### src/hw/uart_pkg.sv
// ----------------------------------------------------------------------
// UART peripheral package
// Frame and FIFO constants, register map, AXI4-Lite bus structs and
// the receiver and transmitter state encodings
// ----------------------------------------------------------------------
package uart_pkg;

    localparam int DATA_BITS  = 8;                      // Data bits per frame
    localparam int OVERSAMPLE = 16;                     // Ticks per bit period
    localparam int STOP_TICKS = 16;                     // One stop bit
    localparam int FIFO_AW    = 2;                      // 4 entries per FIFO
    localparam int DIV_W      = 16;                     // Divisor width
    localparam logic [DIV_W-1:0] DIV_RESET = 16'd4;     // Divisor out of reset

    localparam int TICK_W = $clog2(OVERSAMPLE);         // Tick counter width
    localparam int BIT_W  = $clog2(DATA_BITS);          // Bit index width
    localparam logic [TICK_W-1:0] TICK_LAST = TICK_W'(OVERSAMPLE - 1);
    localparam logic [TICK_W-1:0] TICK_HALF = TICK_W'(OVERSAMPLE / 2 - 1);
    localparam logic [TICK_W-1:0] STOP_LAST = TICK_W'(STOP_TICKS - 1);
    localparam logic [BIT_W-1:0]  BIT_LAST  = BIT_W'(DATA_BITS - 1);

    localparam logic [3:0] ADDR_DATA    = 4'h0;         // TX push / RX pop
    localparam logic [3:0] ADDR_STATUS  = 4'h4;         // FIFO flags, overrun
    localparam logic [3:0] ADDR_DIVISOR = 4'h8;         // Baud divisor
    localparam logic [3:0] ADDR_CTRL    = 4'hC;         // Overrun clear

    localparam logic [1:0] RESP_OKAY   = 2'b00;
    localparam logic [1:0] RESP_SLVERR = 2'b10;

    typedef struct packed {
        logic        awvalid;
        logic [3:0]  awaddr;
        logic        wvalid;
        logic [31:0] wdata;
        logic [3:0]  wstrb;
        logic        bready;
        logic        arvalid;
        logic [3:0]  araddr;
        logic        rready;
    } axil_m2s_t;

    typedef struct packed {
        logic        awready;
        logic        wready;
        logic        bvalid;
        logic [1:0]  bresp;
        logic        arready;
        logic        rvalid;
        logic [31:0] rdata;
        logic [1:0]  rresp;
    } axil_s2m_t;

    typedef enum logic [1:0] {RX_IDLE, RX_START, RX_DATA, RX_STOP} rx_state_e;
    typedef enum logic [1:0] {TX_IDLE, TX_START, TX_DATA, TX_STOP} tx_state_e;

endpackage

### src/hw/baud_gen.sv
// ----------------------------------------------------------------------
// Baud tick generator
// One-cycle oversampling tick every divisor clock cycles
// ----------------------------------------------------------------------
`timescale 1ns/1ns

module baud_gen import uart_pkg::*; (
    input  logic             i_clk,
    input  logic             i_reset,
    input  logic [DIV_W-1:0] i_divisor,         // Clocks per tick
    output logic             o_tick             // Oversampling strobe
);

    logic [DIV_W-1:0] count_q;                  // Down-counter
    logic [DIV_W-1:0] reload;                   // Next period minus one

    // Zero divisor behaves like one, tick every cycle
    assign reload = (i_divisor == '0) ? '0 : i_divisor - 1'b1;

    always_ff @(posedge i_clk) begin
        if (i_reset) begin
            count_q <= '0;
            o_tick  <= 1'b0;
        end else if (count_q == '0) begin
            count_q <= reload;                  // New divisor picked up here
            o_tick  <= 1'b1;
        end else begin
            count_q <= count_q - 1'b1;
            o_tick  <= 1'b0;
        end
    end

endmodule

### src/hw/sync_fifo.sv
// ----------------------------------------------------------------------
// Synchronous FIFO, 4 x 8 bits
// Head entry always visible; overflow and underflow are ignored
// ----------------------------------------------------------------------
`timescale 1ns/1ns

module sync_fifo import uart_pkg::*; (
    input  logic                 i_clk,
    input  logic                 i_reset,
    input  logic                 i_push,
    input  logic [DATA_BITS-1:0] i_push_data,
    input  logic                 i_pop,
    output logic [DATA_BITS-1:0] o_pop_data,    // Head entry
    output logic                 o_empty,
    output logic                 o_full
);

    logic [DATA_BITS-1:0] mem [2**FIFO_AW];     // Storage, no reset
    logic [FIFO_AW-1:0]   wr_ptr_q;
    logic [FIFO_AW-1:0]   rd_ptr_q;
    logic [FIFO_AW:0]     count_q;              // Occupancy 0..4
    logic                 do_push;
    logic                 do_pop;

    assign o_empty = (count_q == '0);
    assign o_full  = count_q[FIFO_AW];          // Count reached depth
    assign do_push = i_push && !o_full;
    assign do_pop  = i_pop && !o_empty;

    always_ff @(posedge i_clk) begin
        if (do_push) mem[wr_ptr_q] <= i_push_data;
    end

    always_ff @(posedge i_clk) begin
        if (i_reset) begin
            wr_ptr_q <= '0;
            rd_ptr_q <= '0;
            count_q  <= '0;
        end else begin
            if (do_push) wr_ptr_q <= wr_ptr_q + 1'b1;   // Natural wrap
            if (do_pop)  rd_ptr_q <= rd_ptr_q + 1'b1;
            count_q <= count_q + do_push - do_pop;
        end
    end

    assign o_pop_data = mem[rd_ptr_q];

endmodule

### src/hw/uart_rx.sv
// ----------------------------------------------------------------------
// UART receiver
// 16x oversampled, 8N1, LSB first; pulses done with a valid byte
// ----------------------------------------------------------------------
`timescale 1ns/1ns

module uart_rx import uart_pkg::*; (
    input  logic                 i_clk,
    input  logic                 i_reset,
    input  logic                 i_rx,          // Async serial input
    input  logic                 i_tick,        // Oversampling strobe
    output logic                 o_done,        // Byte ready, one cycle
    output logic [DATA_BITS-1:0] o_data         // Received byte
);

    rx_state_e             state_q;
    logic [1:0]            sync_q;              // Two-flop synchronizer
    logic                  rx_s;                // Synchronized line
    logic [TICK_W-1:0]     tick_cnt_q;
    logic [BIT_W-1:0]      bit_cnt_q;
    logic [DATA_BITS-1:0]  shift_q;
    logic                  done_q;

    always_ff @(posedge i_clk) begin
        if (i_reset) begin
            sync_q <= 2'b11;                    // Idle line level
        end else begin
            sync_q <= {sync_q[0], i_rx};
        end
    end

    assign rx_s = sync_q[1];

    always_ff @(posedge i_clk) begin
        if (i_reset) begin
            state_q    <= RX_IDLE;
            tick_cnt_q <= '0;
            bit_cnt_q  <= '0;
            done_q     <= 1'b0;
        end else begin
            done_q <= 1'b0;
            case (state_q)
                RX_IDLE: begin
                    tick_cnt_q <= '0;
                    if (!rx_s) state_q <= RX_START;     // Falling edge seen
                end
                RX_START: if (i_tick) begin
                    tick_cnt_q <= tick_cnt_q + 1'b1;
                    if (tick_cnt_q == TICK_HALF) begin  // Middle of start bit
                        tick_cnt_q <= '0;
                        bit_cnt_q  <= '0;
                        state_q    <= rx_s ? RX_IDLE : RX_DATA; // Glitch rejected
                    end
                end
                RX_DATA: if (i_tick) begin
                    tick_cnt_q <= tick_cnt_q + 1'b1;    // Wraps every bit
                    if (tick_cnt_q == TICK_LAST) begin
                        bit_cnt_q <= bit_cnt_q + 1'b1;
                        if (bit_cnt_q == BIT_LAST) state_q <= RX_STOP;
                    end
                end
                default: if (i_tick) begin              // RX_STOP
                    tick_cnt_q <= tick_cnt_q + 1'b1;
                    if (tick_cnt_q == TICK_LAST) begin
                        done_q  <= rx_s;                // Bad stop bit drops byte
                        state_q <= RX_IDLE;
                    end
                end
            endcase
        end
    end

    // Data bits shift in from the top, LSB arrives first
    always_ff @(posedge i_clk) begin
        if (state_q == RX_DATA && i_tick && tick_cnt_q == TICK_LAST) begin
            shift_q <= {rx_s, shift_q[DATA_BITS-1:1]};
        end
    end

    assign o_done = done_q;
    assign o_data = shift_q;

endmodule

### src/hw/uart_tx.sv
// ----------------------------------------------------------------------
// UART transmitter
// Pops one byte from the TX FIFO and sends it as an 8N1 frame
// ----------------------------------------------------------------------
`timescale 1ns/1ns

module uart_tx import uart_pkg::*; (
    input  logic                 i_clk,
    input  logic                 i_reset,
    input  logic                 i_tick,        // Oversampling strobe
    input  logic                 i_fifo_empty,
    input  logic [DATA_BITS-1:0] i_fifo_data,   // FIFO head byte
    output logic                 o_fifo_pop,    // Same cycle as load
    output logic                 o_tx           // Serial line
);

    tx_state_e            state_q;
    logic [TICK_W-1:0]    tick_cnt_q;
    logic [BIT_W-1:0]     bit_cnt_q;
    logic [DATA_BITS-1:0] shift_q;
    logic                 tx_q;                 // Registered line driver
    logic                 tx_level;             // Level for current bit

    assign o_fifo_pop = (state_q == TX_IDLE) && !i_fifo_empty;

    always_comb begin
        case (state_q)
            TX_START: tx_level = 1'b0;
            TX_DATA:  tx_level = shift_q[0];
            default:  tx_level = 1'b1;          // Stop bit and idle
        endcase
    end

    // Line changes only on the first tick of each bit period
    always_ff @(posedge i_clk) begin
        if (i_reset) begin
            state_q    <= TX_IDLE;
            tick_cnt_q <= '0;
            bit_cnt_q  <= '0;
            tx_q       <= 1'b1;
        end else if (state_q == TX_IDLE) begin
            tick_cnt_q <= '0;
            bit_cnt_q  <= '0;
            if (!i_fifo_empty) state_q <= TX_START;
        end else if (i_tick) begin
            if (tick_cnt_q == '0) tx_q <= tx_level;
            tick_cnt_q <= tick_cnt_q + 1'b1;    // Wraps every bit
            case (state_q)
                TX_START: if (tick_cnt_q == TICK_LAST) state_q <= TX_DATA;
                TX_DATA: if (tick_cnt_q == TICK_LAST) begin
                    bit_cnt_q <= bit_cnt_q + 1'b1;
                    if (bit_cnt_q == BIT_LAST) state_q <= TX_STOP;
                end
                default: if (tick_cnt_q == STOP_LAST) state_q <= TX_IDLE;
            endcase
        end
    end

    // Byte load on pop, then shift right after each data bit
    always_ff @(posedge i_clk) begin
        if (o_fifo_pop) begin
            shift_q <= i_fifo_data;
        end else if (state_q == TX_DATA && i_tick && tick_cnt_q == TICK_LAST) begin
            shift_q <= shift_q >> 1;
        end
    end

    assign o_tx = tx_q;

endmodule

### src/hw/uart_regs.sv
// ----------------------------------------------------------------------
// UART register block
// AXI4-Lite slave for DATA, STATUS, DIVISOR and CTRL; holds the divisor
// and the sticky RX overrun flag
// ----------------------------------------------------------------------
`timescale 1ns/1ns

module uart_regs import uart_pkg::*; (
    input  logic                 i_clk,
    input  logic                 i_reset,
    input  axil_m2s_t            i_axil,
    input  logic                 i_tx_full,
    input  logic                 i_tx_empty,
    input  logic                 i_rx_empty,
    input  logic                 i_rx_full,
    input  logic [DATA_BITS-1:0] i_rx_data,     // RX FIFO head
    input  logic                 i_rx_push,     // Receiver done pulse
    output axil_s2m_t            o_axil,
    output logic                 o_tx_push,
    output logic [DATA_BITS-1:0] o_tx_data,
    output logic                 o_rx_pop,
    output logic [DIV_W-1:0]     o_divisor
);

    logic             wr_rdy_q;                 // awready and wready
    logic             rd_rdy_q;                 // arready
    logic             bvalid_q;
    logic             rvalid_q;
    logic [1:0]       bresp_q;
    logic [1:0]       rresp_q;
    logic [31:0]      rdata_q;
    logic [DIV_W-1:0] divisor_q;
    logic             overrun_q;                // Sticky RX drop flag
    logic             wr_en;                    // Write acceptance cycle
    logic             rd_en;                    // Read acceptance cycle
    logic             wr_data_hit;
    logic             rd_data_hit;

    assign wr_en       = wr_rdy_q;              // Valids held high by manager
    assign rd_en       = rd_rdy_q;
    assign wr_data_hit = wr_en && (i_axil.awaddr == ADDR_DATA);
    assign rd_data_hit = rd_en && (i_axil.araddr == ADDR_DATA);

    assign o_tx_push = wr_data_hit && !i_tx_full;   // Full FIFO drops byte
    assign o_tx_data = i_axil.wdata[DATA_BITS-1:0];
    assign o_rx_pop  = rd_data_hit && !i_rx_empty;
    assign o_divisor = divisor_q;

    // Handshake and control state
    always_ff @(posedge i_clk) begin
        if (i_reset) begin
            wr_rdy_q  <= 1'b0;
            rd_rdy_q  <= 1'b0;
            bvalid_q  <= 1'b0;
            rvalid_q  <= 1'b0;
            divisor_q <= DIV_RESET;
            overrun_q <= 1'b0;
        end else begin
            // One-cycle ready pulse, blocked while a response waits
            wr_rdy_q <= !wr_rdy_q && !bvalid_q && i_axil.awvalid && i_axil.wvalid;
            rd_rdy_q <= !rd_rdy_q && !rvalid_q && i_axil.arvalid;
            if (wr_en) bvalid_q <= 1'b1;
            else if (i_axil.bready) bvalid_q <= 1'b0;
            if (rd_en) rvalid_q <= 1'b1;
            else if (i_axil.rready) rvalid_q <= 1'b0;
            if (wr_en && i_axil.awaddr == ADDR_DIVISOR) begin
                if (i_axil.wstrb[0]) divisor_q[7:0]  <= i_axil.wdata[7:0];
                if (i_axil.wstrb[1]) divisor_q[15:8] <= i_axil.wdata[15:8];
            end
            if (wr_en && i_axil.awaddr == ADDR_CTRL && i_axil.wdata[0]) begin
                overrun_q <= 1'b0;              // Write 1 to clear
            end
            if (i_rx_push && i_rx_full) overrun_q <= 1'b1;  // Set wins
        end
    end

    // Response payloads, held until the handshake completes
    always_ff @(posedge i_clk) begin
        if (wr_en) begin
            case (i_axil.awaddr)
                ADDR_DATA:    bresp_q <= i_tx_full ? RESP_SLVERR : RESP_OKAY;
                ADDR_STATUS,
                ADDR_DIVISOR,
                ADDR_CTRL:    bresp_q <= RESP_OKAY;     // STATUS write ignored
                default:      bresp_q <= RESP_SLVERR;
            endcase
        end
        if (rd_en) begin
            rdata_q <= '0;
            rresp_q <= RESP_OKAY;
            case (i_axil.araddr)
                ADDR_DATA: begin
                    if (i_rx_empty) rresp_q <= RESP_SLVERR;
                    else            rdata_q <= 32'(i_rx_data);
                end
                ADDR_STATUS:  rdata_q <= 32'({overrun_q, i_rx_full, i_rx_empty,
                                              i_tx_empty, i_tx_full});
                ADDR_DIVISOR: rdata_q <= 32'(divisor_q);
                ADDR_CTRL:    rdata_q <= '0;            // Clear bit self-clears
                default:      rresp_q <= RESP_SLVERR;
            endcase
        end
    end

    always_comb begin
        o_axil         = '0;
        o_axil.awready = wr_rdy_q;
        o_axil.wready  = wr_rdy_q;
        o_axil.bvalid  = bvalid_q;
        o_axil.bresp   = bresp_q;
        o_axil.arready = rd_rdy_q;
        o_axil.rvalid  = rvalid_q;
        o_axil.rdata   = rdata_q;
        o_axil.rresp   = rresp_q;
    end

endmodule

### src/hw/uart_top.sv
// ----------------------------------------------------------------------
// UART peripheral top level
// AXI4-Lite register block steering baud generator, TX and RX paths
// ----------------------------------------------------------------------
`timescale 1ns/1ns

module uart_top import uart_pkg::*; (
    input  logic      i_clk,
    input  logic      i_reset,
    input  axil_m2s_t i_axil,                   // Manager to UART
    input  logic      i_rx,                     // Serial in
    output axil_s2m_t o_axil,                   // UART to manager
    output logic      o_tx                      // Serial out
);

    logic                 tick;                 // Oversampling strobe
    logic [DIV_W-1:0]     divisor;
    logic                 tx_push;
    logic [DATA_BITS-1:0] tx_push_data;
    logic                 tx_pop;
    logic [DATA_BITS-1:0] tx_head;              // Next byte to send
    logic                 tx_empty;
    logic                 tx_full;
    logic                 rx_done;              // Receiver push
    logic [DATA_BITS-1:0] rx_byte;
    logic                 rx_pop;
    logic [DATA_BITS-1:0] rx_head;              // Next byte for software
    logic                 rx_empty;
    logic                 rx_full;

    uart_regs u_regs (
        .i_clk(i_clk), .i_reset(i_reset), .i_axil(i_axil),
        .i_tx_full(tx_full), .i_tx_empty(tx_empty),
        .i_rx_empty(rx_empty), .i_rx_full(rx_full),
        .i_rx_data(rx_head), .i_rx_push(rx_done), .o_axil(o_axil),
        .o_tx_push(tx_push), .o_tx_data(tx_push_data),
        .o_rx_pop(rx_pop), .o_divisor(divisor));

    baud_gen u_baud (
        .i_clk(i_clk), .i_reset(i_reset), .i_divisor(divisor), .o_tick(tick));

    sync_fifo tx_fifo (
        .i_clk(i_clk), .i_reset(i_reset),
        .i_push(tx_push), .i_push_data(tx_push_data), .i_pop(tx_pop),
        .o_pop_data(tx_head), .o_empty(tx_empty), .o_full(tx_full));

    sync_fifo rx_fifo (
        .i_clk(i_clk), .i_reset(i_reset),
        .i_push(rx_done), .i_push_data(rx_byte), .i_pop(rx_pop),
        .o_pop_data(rx_head), .o_empty(rx_empty), .o_full(rx_full));

    uart_tx u_tx (
        .i_clk(i_clk), .i_reset(i_reset), .i_tick(tick),
        .i_fifo_empty(tx_empty), .i_fifo_data(tx_head),
        .o_fifo_pop(tx_pop), .o_tx(o_tx));

    uart_rx u_rx (
        .i_clk(i_clk), .i_reset(i_reset), .i_rx(i_rx), .i_tick(tick),
        .o_done(rx_done), .o_data(rx_byte));

endmodule

### config.mk
export PLATFORM = sky130hd
export DESIGN_NAME = uart_top
export DESIGN_NICKNAME = d
export VERILOG_FILES = /design/src/hw/uart_pkg.sv /design/src/hw/baud_gen.sv /design/src/hw/sync_fifo.sv /design/src/hw/uart_rx.sv /design/src/hw/uart_tx.sv /design/src/hw/uart_regs.sv /design/src/hw/uart_top.sv
export SDC_FILE = /design/constraint.sdc
export NUM_CORES = 1
export LEC_CHECK = 0
export CORE_MARGIN = 4
export CORE_UTILIZATION = 35
export CTS_BUF_LIST = sky130_fd_sc_hd__clkbuf_16
export CTS_CLUSTER_DIAMETER = 50
export DETAILED_ROUTE_END_ITERATION = 10
export DONT_BUFFER_PORTS = 1
export PLACE_DENSITY = 0.51
export SLEW_MARGIN = 20
export SYNTH_ARGS = -nofsm -noshare
export SYNTH_HDL_FRONTEND = slang
export SYNTH_HIERARCHICAL = 1
export SYNTH_SLANG_ARGS = --single-unit
### constraint.sdc
create_clock -name i_clk -period 4.9 [get_ports i_clk]
set_input_delay 0.98 -clock i_clk [delete_from_list [all_inputs] [get_ports i_clk]]
set_output_delay 0.98 -clock i_clk [all_outputs]
set_load 0.05 [all_outputs]
==> results.cfg, run 1 <==
[grt]
grt_max_degree = 79
grt_pass1_wl_mm = 26.41
antenna_found_initial = 1
grt_overflow = 0
grtUsageTotal = 0.1307
first_global_vias = 4739

[logic_synthesis]
synthFlopType = edfxtp_1
synth_enable_flop_cells = 98
synthTopCellsByArea = edfxtp_1, dfxtp_1, mux4_2
synth_cells = 653
synth_most_common_cell = edfxtp_1
seq_area_frac_synth = 0.5562
synth_top_area_cell = edfxtp_1
synth_cell_types = 69
yosys-top-cells-count = edfxtp_1, dfxtp_1, nor2_1, nand2b_1, buf_4
synth-seq-cells = 176
yosysWarnings = 6
syn_area_sq_mm = 0.008099
async_flop_share = 0
synth_area_per_cell_sq_um = 12.40
yosysTopAreaCellShare = 0.3634

[job]
cap_viol_max_count = 0

[place]
place_inst = 908
hpwlAfterDp_mm = 11.78
routabilityCongestion = 0.8149
portBuffers = 0

[worst_setup_path]
crit_path_end_kind = flip-flop
path_class = input port to flip-flop
start_kind = input port
cp_data_arrival_time_ps = 3420
worstPathMaxFanout = 7
startpoint = i_axil[45]
crit_chain = nor4b_2 -> nor3b_1 -> nor2b_1 -> inv_1 -> ha_1 -> inv_1 -> ha_1 -> fa_1 -> xnor2_1 -> xnor2_1 -> nor2_1
cp.required_ps = 5220
slowest_stage = nor2b_1
cpPeakStageDelay_ps = 450
r2r_start = rx_fifo/count_q[2]

[sta]
rsz0062_at_grt = false
skew_ps = 9.250
fmax_ghz = 0.3227
finalSetupViolCount = 0
setup_tns_ps = 0
max_slew_margin = 0.3965
maxSlewViolCount = 0
finalCritPeriodShare = 0.6324
holdWs_ps = 412.8
tightest_slew_ps = 900.3
min_period_ps = 3099
hold_viol = 0

[layout]
diodes = 0
drive_gt1_frac = 0.1389
seq_area_sq_mm = 0.004504
multiInputGateArea_sq_mm = 0.003192
syn2layout_area_growth_pct = 8.883
final_nets = 721
num-fill-cells = 2161
layoutNonFillerInstCount = 940

[floorplan]
die_area_sq_mm = 0.02564
row_count = 55
core_sq_mm = 0.02271
die_x_um = 160.1
initial_core_util = 0.3566
die_h_um = 160.1
ios = 94

[clock_network]
cts_tree = yes
path_clk_slew_ps = 70
htree_levels = 4
clkLatencyLatePin_ps = 420
clock_path_buffers = 2
ctsResizeCount = 0
cts_buffers = 17
cts.sinks = 176
root_buffer = clkbuf_16
postCtsSetupBuffers = 0
hold_buffers = 0

[routing]
wl_mm = 16.39
dr.max_layer_used = met5
drc = 0
post_drt_wl_per_cell_um = 17.44
firstDrtPassIters = 4
dr_wl_met2_mm = 8.173
wl_met1_mm = 7.155
ant_nets = 0
via_per_inst = 5.034
via_count = 4732
wl_met3_um = 765
drt-initial-drc-count = 256

[hold_path]
worstHoldStart = u_rx/sync_q[0]
hold_class = flip-flop to flip-flop

[power_and_ir_drop]
p_leak_uw = 0.003095
ir_worst_vdd_mv = 0.2290
p_per_area_mw_per_mm2 = 402.8

[outcome]
status = complete, no violations
==> layout make-up <==
cell class                 instances  share of cell area
clock inverter                    15             0.02199
clock buffer                      17             0.04824
sequential                       176              0.5108
inverter                          31             0.01320
timing repair buffer               4            0.003405
tap                              285             0.04044
multi-input combinational        412              0.3619
==> cell families (layout without fill, tap and decap cells) <==
group | Yosys count | in the layout | share of synthesized area
multiplexers | 45 | 45 | 0.08142
AO/OA/AOI/OAI | 78 | 78 | 0.06736
XOR/XNOR | 35 | 35 | 0.03785
flip-flops | 176 | 176 | 0.5562
AND/OR/NAND/NOR | 209 | 209 | 0.1549
other | 1 | 18 | 0.0004630
adder cells (fa/ha/maj) | 27 | 27 | 0.04357
buffers and inverters | 82 | 67 | 0.05824
==> routing by layer <==
metal / track usage / vias up
li1: - / 2283
met1: 0.1591 / 2357
met2: 0.2183 / 72
met3: 0.04490 / 18
met4: 0.04263 / 2
met5: 0 / -
==> registers in the layout, summed over array words and instances, names as in the netlist, 3 cells and up, named ones only <==
signal and flops:
u_tx/tick_cnt_q 4, u_regs/o_divisor 16, u_tx/bit_cnt_q 3, tx_fifo/mem 32, u_rx/tick_cnt_q 4, u_baud/count_q 16
u_rx/bit_cnt_q 3, u_tx/shift_q 8, u_rx/o_data 8, u_regs/rdata_q 16, rx_fifo/mem 32, tx_fifo/count_q 3
rx_fifo/count_q 3
==> cell usage in the layout (no fill, tap or decap), types with 3 or more instances in the layout <==
cell	instances
edfxtp_1	98
dfxtp_1	78
nor2_1	44
nand2b_1	37
inv_1	33
nand2_1	26
ha_1	25
a21oi_1	24
xnor2_1	23
mux2i_1	22
conb_1	18
clkbuf_16	17
mux4_2	16
and2_1	14
nor3_1	13
xor2_1	12
o21ai_0	9
o22ai_1	9
nand3_1	9
nor2b_1	8
a22o_2	8
mux2_2	7
or4_1	6
o31ai_1	5
nor4_1	5
nand4_1	5
a21o_1	5
bufinv_16	4
buf_4	4
or3_1	4
nand3b_1	4
and2_2	4
or2_2	3
nor3b_1	3
==> power by group <==
group / internal, uW / switching [uW]
combinational: 192 / 259
clock: 852 / 563
sequential: 1600 / 83.4
total: 2650 / 905
==> worst paths after layout <==
path | slack (ps) | to | depth (start not counted)
hold reg to reg | 410 | u_rx/sync_q[1] | 1
hold / removal | 410 | u_rx/sync_q[1] | 1
setup / recovery | 1800 | tx_fifo/count_q[2] | 11
setup reg to reg | 1970 | rx_fifo/count_q[2] | 12
==> metrics by stage <==
stage	utilization	worst slack [ps]	instance area, sq um	power [uW]
6_report	0.3883	1801	8818	3552
5_1_grt	0.3883	1654	8818	3721
3_5_place_dp	0.3610	1330	8199	2166
2_1_floorplan	-	1756	8163	2118
4_1_cts	0.3883	1776	8818	3589
3_3_place_gp	0.3610	1435	8199	2166
==> critical path: cells and delay by family <==
kind	cells	cell delay (ps)
simple gates	4	1110
buf+inv	2	130
fa+ha+maj	3	840
xor+xnor	2	330
Power figures use the tool's default switching activity.
==> run 2: changes to the inputs <==
clock period = 3.1 ns   (was 4.9 ns; I/O delays follow)
==> results.cfg, run 2 (synthesized netlist as in run 1, its figures left out) <==
[routing]
post_drt_wl_per_cell_um = 17.70
dr_wl_met2_mm = 8.430
drc = 0
wl_met1_mm = 7.401
via_count = 4742
wl_mm = 16.71
firstDrtPassIters = 4
wl_met3_um = 653
via_per_inst = 5.023
dr.max_layer_used = met5
ant_nets = 0
drt-initial-drc-count = 267

[grt]
antenna_found_initial = 1
grtUsageTotal = 0.1329
grt_max_degree = 79
grt_overflow = 0
grt_pass1_wl_mm = 26.80
first_global_vias = 4778

[floorplan]
die_h_um = 160.1
initial_core_util = 0.3566
die_x_um = 160.1
row_count = 55
core_sq_mm = 0.02271
die_area_sq_mm = 0.02564
ios = 94

[power_and_ir_drop]
p_clk_frac = 0.365
ir_worst_vdd_mv = 0.3150
p_sw_uw = 1411
power_frac_seq = 0.495
p_int_uw = 3926
switching_share = 0.2644
comb_power_share = 0.140
p_per_area_mw_per_mm2 = 609.7
p_leak_uw = 0.003075

[worst_setup_path]
slowest_stage = nor4b_4
r2r_cells = 12
startpoint = rx_fifo/count_q[2]
crit_path_end_kind = flip-flop
cp.depth = 12
cpPeakStageDelay_ps = 540
path_class = flip-flop to flip-flop
r2r_setup_slack_ps = 370
crit_buf_inv = 2
crit_family = simple AND/OR/NAND/NOR gates
cp_data_arrival_time_ps = 3050
worstPathMaxFanout = 9
start_kind = flip-flop
r2r_start = rx_fifo/count_q[2]
cp.required_ps = 3420
reg2reg_to = rx_fifo/count_q[2]
setup.worst_path.end = rx_fifo/count_q[2]
crit_chain = nor3_1 -> nor4b_4 -> and2_1 -> o31ai_1 -> inv_1 -> ha_1 -> inv_1 -> ha_1 -> fa_1 -> xnor2_1 -> xnor2_1 -> nor2_1

[sta]
max_slew_margin = 0.4313
hold_viol = 0
setup_tns_ps = 0
finalSetupViolCount = 0
fmax_ghz = 0.3660
rsz0062_at_grt = false
tightest_slew_ps = 853.1
min_period_ps = 2732
maxSlewViolCount = 0
finalCritPeriodShare = 0.8814
skew_ps = 10.90

[clock_network]
cts_buffers = 17
hold_buffers = 0
root_buffer = clkbuf_16
cts_tree = yes
postCtsSetupBuffers = 0
htree_levels = 4
path_clk_slew_ps = 70
clock_path_buffers = 2
cts.sinks = 176
clkLatencyLatePin_ps = 430
ctsResizeCount = 0

[layout]
layoutNonFillerInstCount = 944
reg_top3 = rx_fifo/mem (32), tx_fifo/mem (32)
num-fill-cells = 2164
final_nets = 725
syn2layout_area_growth_pct = 8.080
final_common_cell = edfxtp_1
diodes = 0
final_cell_mix = edfxtp_1, dfxtp_1, nor2_1
drive_gt1_frac = 0.1351

[place]
portBuffers = 0
hpwlAfterDp_mm = 11.98
routabilityCongestion = 0.8089
place_inst = 912

[outcome]
status = complete, no violations

[job]
cap_viol_max_count = 0

[hold_path]
hold_class = input port to flip-flop
==> run 2: worst min-delay path by stage <==
stage | from | end | slack (ps) | cells after the start
after floorplan | u_rx/sync_q[0] | u_rx/sync_q[1] | 390 | 1
after global placement | u_rx/sync_q[0] | u_rx/sync_q[1] | 400 | 1
after detailed placement | u_rx/sync_q[0] | u_rx/sync_q[1] | 410 | 1
after CTS | i_reset | rx_fifo/wr_ptr_q[1] | 250 | 1
after global routing | i_reset | rx_fifo/wr_ptr_q[0] | 240 | 1
final | i_reset | rx_fifo/wr_ptr_q[1] | 270 | 1
==> run 2: worst reg2reg max path, stage by stage (launching register included) <==
cell     delay (ps)
dfxtp_1         460
nor3_1          130
nor4b_4         540
and2_1          240
o31ai_1         100
inv_1            70
ha_1            110
inv_1            40
ha_1            180
fa_1            380
xnor2_1         180
xnor2_1         140
nor2_1           50
==> run 2: power by group through the flow <==
stage / combinational (uW) / sequential (uW) / clock (uW)
finish: 747 / 2640 / 1950
global route: 844 / 2650 / 2100
CTS: 749 / 2640 / 2000
detailed placement: 741 / 2690 / 0
global placement: 738 / 2690 / 0
floorplan: 675 / 2670 / 0
==> run 2: cell type report <==
cell class              instances  area, sq um  share of cell area
flip-flops and latches        176         4504              0.5146
multi-input cells             412         3187              0.3641
clock buffers                  17        425.4             0.04860
well taps                     285        356.6             0.04074
inverters                      31        116.4             0.01329
clock inverters                15        103.9             0.01186
repair buffers                  8        60.06            0.006861
==> run 2: metrics by stage <==
step / hold slack, ps / utilization / worst slack, ps / power (uW) / cell area [sq um]
detailed placement: 411.3 / 0.3621 / 175.6 / 3435 / 8224
global placement: 401.2 / 0.3621 / 228.9 / 3430 / 8224
CTS: 254.5 / 0.3855 / 316.8 / 5395 / 8753
finish: 267.6 / 0.3855 / 367.6 / 5337 / 8753
floorplan: 389.5 / - / 315.5 / 3348 / 8163
global route: 241.7 / 0.3855 / 176.6 / 5601 / 8753
==> run 2: layer usage <==
metal  track usage  up-vias
li1              -     2299
met1        0.1647     2364
met2        0.2268       56
met3       0.03587       21
met4       0.04106        2
met5             0        -
==> run 3: changes to the inputs <==
SYNTH_HIERARCHICAL = default   (was 1)
==> results.cfg, run 3 <==
[clock_network]
clkLatencyLatePin_ps = 430
cts_tree = yes
cts_buffers = 17
htree_levels = 4
hold_buffers = 0
cts.sinks = 176
root_buffer = clkbuf_16
clock_path_buffers = 2
postCtsSetupBuffers = 0
path_clk_slew_ps = 70
ctsResizeCount = 0

[worst_setup_path]
startpoint = u_tx.state_q[0]
path_class = flip-flop to flip-flop
r2r_start = u_tx.state_q[0]
r2r_cells = 12
crit_top_cell = inv_1
crit_path_end_kind = flip-flop
reg2reg_to = tx_fifo.count_q[2]
cp_data_arrival_time_ps = 2940
crit_chain = inv_1 -> ha_1 -> o31ai_4 -> inv_1 -> ha_1 -> inv_1 -> ha_1 -> inv_1 -> fa_1 -> xor2_1 -> xnor2_1 -> nor2_1
r2r_setup_slack_ps = 470
cp.required_ps = 3410
setup.worst_path.end = tx_fifo.count_q[2]
start_kind = flip-flop
slowest_stage = fa_1
cpPeakStageDelay_ps = 370
worstPathMaxFanout = 11

[job]
cap_viol_max_count = 0

[grt]
grt_busiest_layer = met2
antenna_found_initial = 1
grt_max_degree = 62
grt_pass1_wl_mm = 26.99
use_met2 = 0.2291
grtUsageMet1 = 0.1664
first_global_vias = 4927
grt_overflow = 0
met3_usage = 0.04116
grtUsageTotal = 0.1350

[logic_synthesis]
syn_area_sq_mm = 0.007986
synth-seq-cells = 176
synth_cell_types = 64
synthFlopType = edfxtp_1
synth_top_area_cell = edfxtp_1
synthTopCellsByArea = edfxtp_1, dfxtp_1, ha_1
async_flop_share = 0
seq_area_frac_synth = 0.5640
synth_most_common_cell = edfxtp_1
yosysWarnings = 0
synth_area_per_cell_sq_um = 11.92
synth_cells = 670
yosysTopAreaCellShare = 0.3685
synth_enable_flop_cells = 98
yosys-top-cells-count = edfxtp_1, dfxtp_1, nor2_1, nand2_1, inv_1

[place]
routabilityCongestion = 0.8080
place_inst = 929
hpwlAfterDp_mm = 12.33
postPlaceCellArea_sq_mm = 0.008183
portBuffers = 0

[power_and_ir_drop]
switching_share = 0.3281
ir_worst_vdd_mv = 0.3023
p_per_area_mw_per_mm2 = 754.2
p_sw_uw = 2175
comb_power_share = 0.235
p_clk_frac = 0.318
p_leak_uw = 0.003284
p_int_uw = 4453
power_frac_seq = 0.447

[routing]
ant_nets = 0
drt-initial-drc-count = 290
post_drt_wl_per_cell_um = 17.80
via_per_inst = 5.172
via_count = 4970
firstDrtPassIters = 5
drc = 0
wl_mm = 17.11

[sta]
min_period_ps = 2630
fmax_ghz = 0.3802
tightest_slew_ps = 776.2
max_slew_margin = 0.4691
rsz0062_at_grt = false
holdWs_ps = 262.9
skew_ps = 13.04
maxSlewViolCount = 0
hold_viol = 0
finalCritPeriodShare = 0.8485
setup_tns_ps = 0
finalSetupViolCount = 0

[layout]
seq_area_sq_mm = 0.004504
drive_gt1_frac = 0.1095
multiInputGateArea_sq_mm = 0.003143
syn2layout_area_growth_pct = 10.04
final_common_cell = edfxtp_1
num-fill-cells = 2143
diodes = 0
final_nets = 746
final_cell_mix = edfxtp_1, dfxtp_1, nor2_1
final_cell_area_sq_mm = 0.008788
layoutNonFillerInstCount = 961
reg_top3 = rx_fifo.mem (32), tx_fifo.mem (32)

[floorplan]
die_area_sq_mm = 0.02530
core_sq_mm = 0.02257
die_h_um = 159.1
ios = 94
row_count = 55
die_x_um = 159.1
initial_core_util = 0.3538

[outcome]
status = complete, no violations

[hold_path]
hold_class = input port to flip-flop
[run 3: changes by cell type in the layout (fill, tap and decap cells not counted), sizes merged, moves of 9 or more]
| cell | previous run | this run |
|---|---|---|
| nand2b | 38 | 3 |
| nand2 | 26 | 44 |
| nor2 | 44 | 58 |
| a22o | 9 | 0 |
| xnor2 | 23 | 14 |
[run 3: cell type report]
class                      count  area share
sequential                   176      0.5125
clock inverter                15     0.01950
clock buffer                  17     0.04841
tap                          285     0.04058
inverter                      32     0.01367
timing repair buffer           9    0.007688
multi-input combinational    427      0.3576
[run 3: critical path, delay by kind of cell (launching register included)]
| family | cells | cell delay (ps) |
|---|---|---|
| xor+xnor | 2 | 330 |
| fa+ha+maj | 4 | 1140 |
| simple gates | 1 | 50 |
| flops | 1 | 360 |
| buf+inv | 4 | 480 |
| compound gates | 1 | 150 |
[run 3: per-layer routing]
metal | vias to the layer above | share of wire | routed length, um
met5 | - | 0.00076 | 13
met3 | 13 | 0.063 | 1079
met4 | 2 | 0.014 | 235
met2 | 91 | 0.50 | 8538
met1 | 2478 | 0.42 | 7241
li1 | 2386 | - | -
[run 3: how the worst min path moves through the flow]
stage | start | endpoint | slack [ps] | cells after the start
2_1_floorplan | u_rx.sync_q[0] | u_rx.sync_q[1] | 390 | 1
3_3_place_gp | u_rx.sync_q[0] | u_rx.sync_q[1] | 390 | 1
3_5_place_dp | u_rx.sync_q[0] | u_rx.sync_q[1] | 390 | 1
4_1_cts | i_reset | u_regs.o_divisor[12] | 240 | 1
5_1_grt | i_reset | u_regs.o_divisor[12] | 240 | 1
6_report | i_reset | u_regs.o_divisor[12] | 260 | 1
[run 3: cell families after synthesis]
logic type | count (synthesis) | share of synthesized area
adder cells (fa/ha/maj) | 31 | 0.05045
AND/OR/NAND/NOR | 218 | 0.1460
other | 1 | 0.0004695
flip-flops | 176 | 0.5640
multiplexers | 43 | 0.07896
buffers and inverters | 84 | 0.05233
AO/OA/AOI/OAI | 88 | 0.07599
XOR/XNOR | 29 | 0.03180
[run 3: power by group through the flow]
| stage | Clock [uW] | Combinational [uW] | Sequential (uW) |
|---|---|---|---|
| final | 2110 | 1550 | 2970 |
| after global routing | 2240 | 1740 | 3000 |
| after CTS | 2160 | 1550 | 2960 |
| after detailed placement | 0 | 1540 | 3010 |
| after global placement | 0 | 1500 | 3000 |
| after floorplan | 0 | 1350 | 2910 |
[run 3: metrics by stage]
step	power, uW	worst slack [ps]	utilization
4_1_cts	6673	269.4	0.3890
2_1_floorplan	4255	466.8	-
5_1_grt	6984	223.8	0.3894
3_3_place_gp	4503	332.7	0.3625
3_5_place_dp	4550	290.3	0.3625
6_report	6628	469.7	0.3894
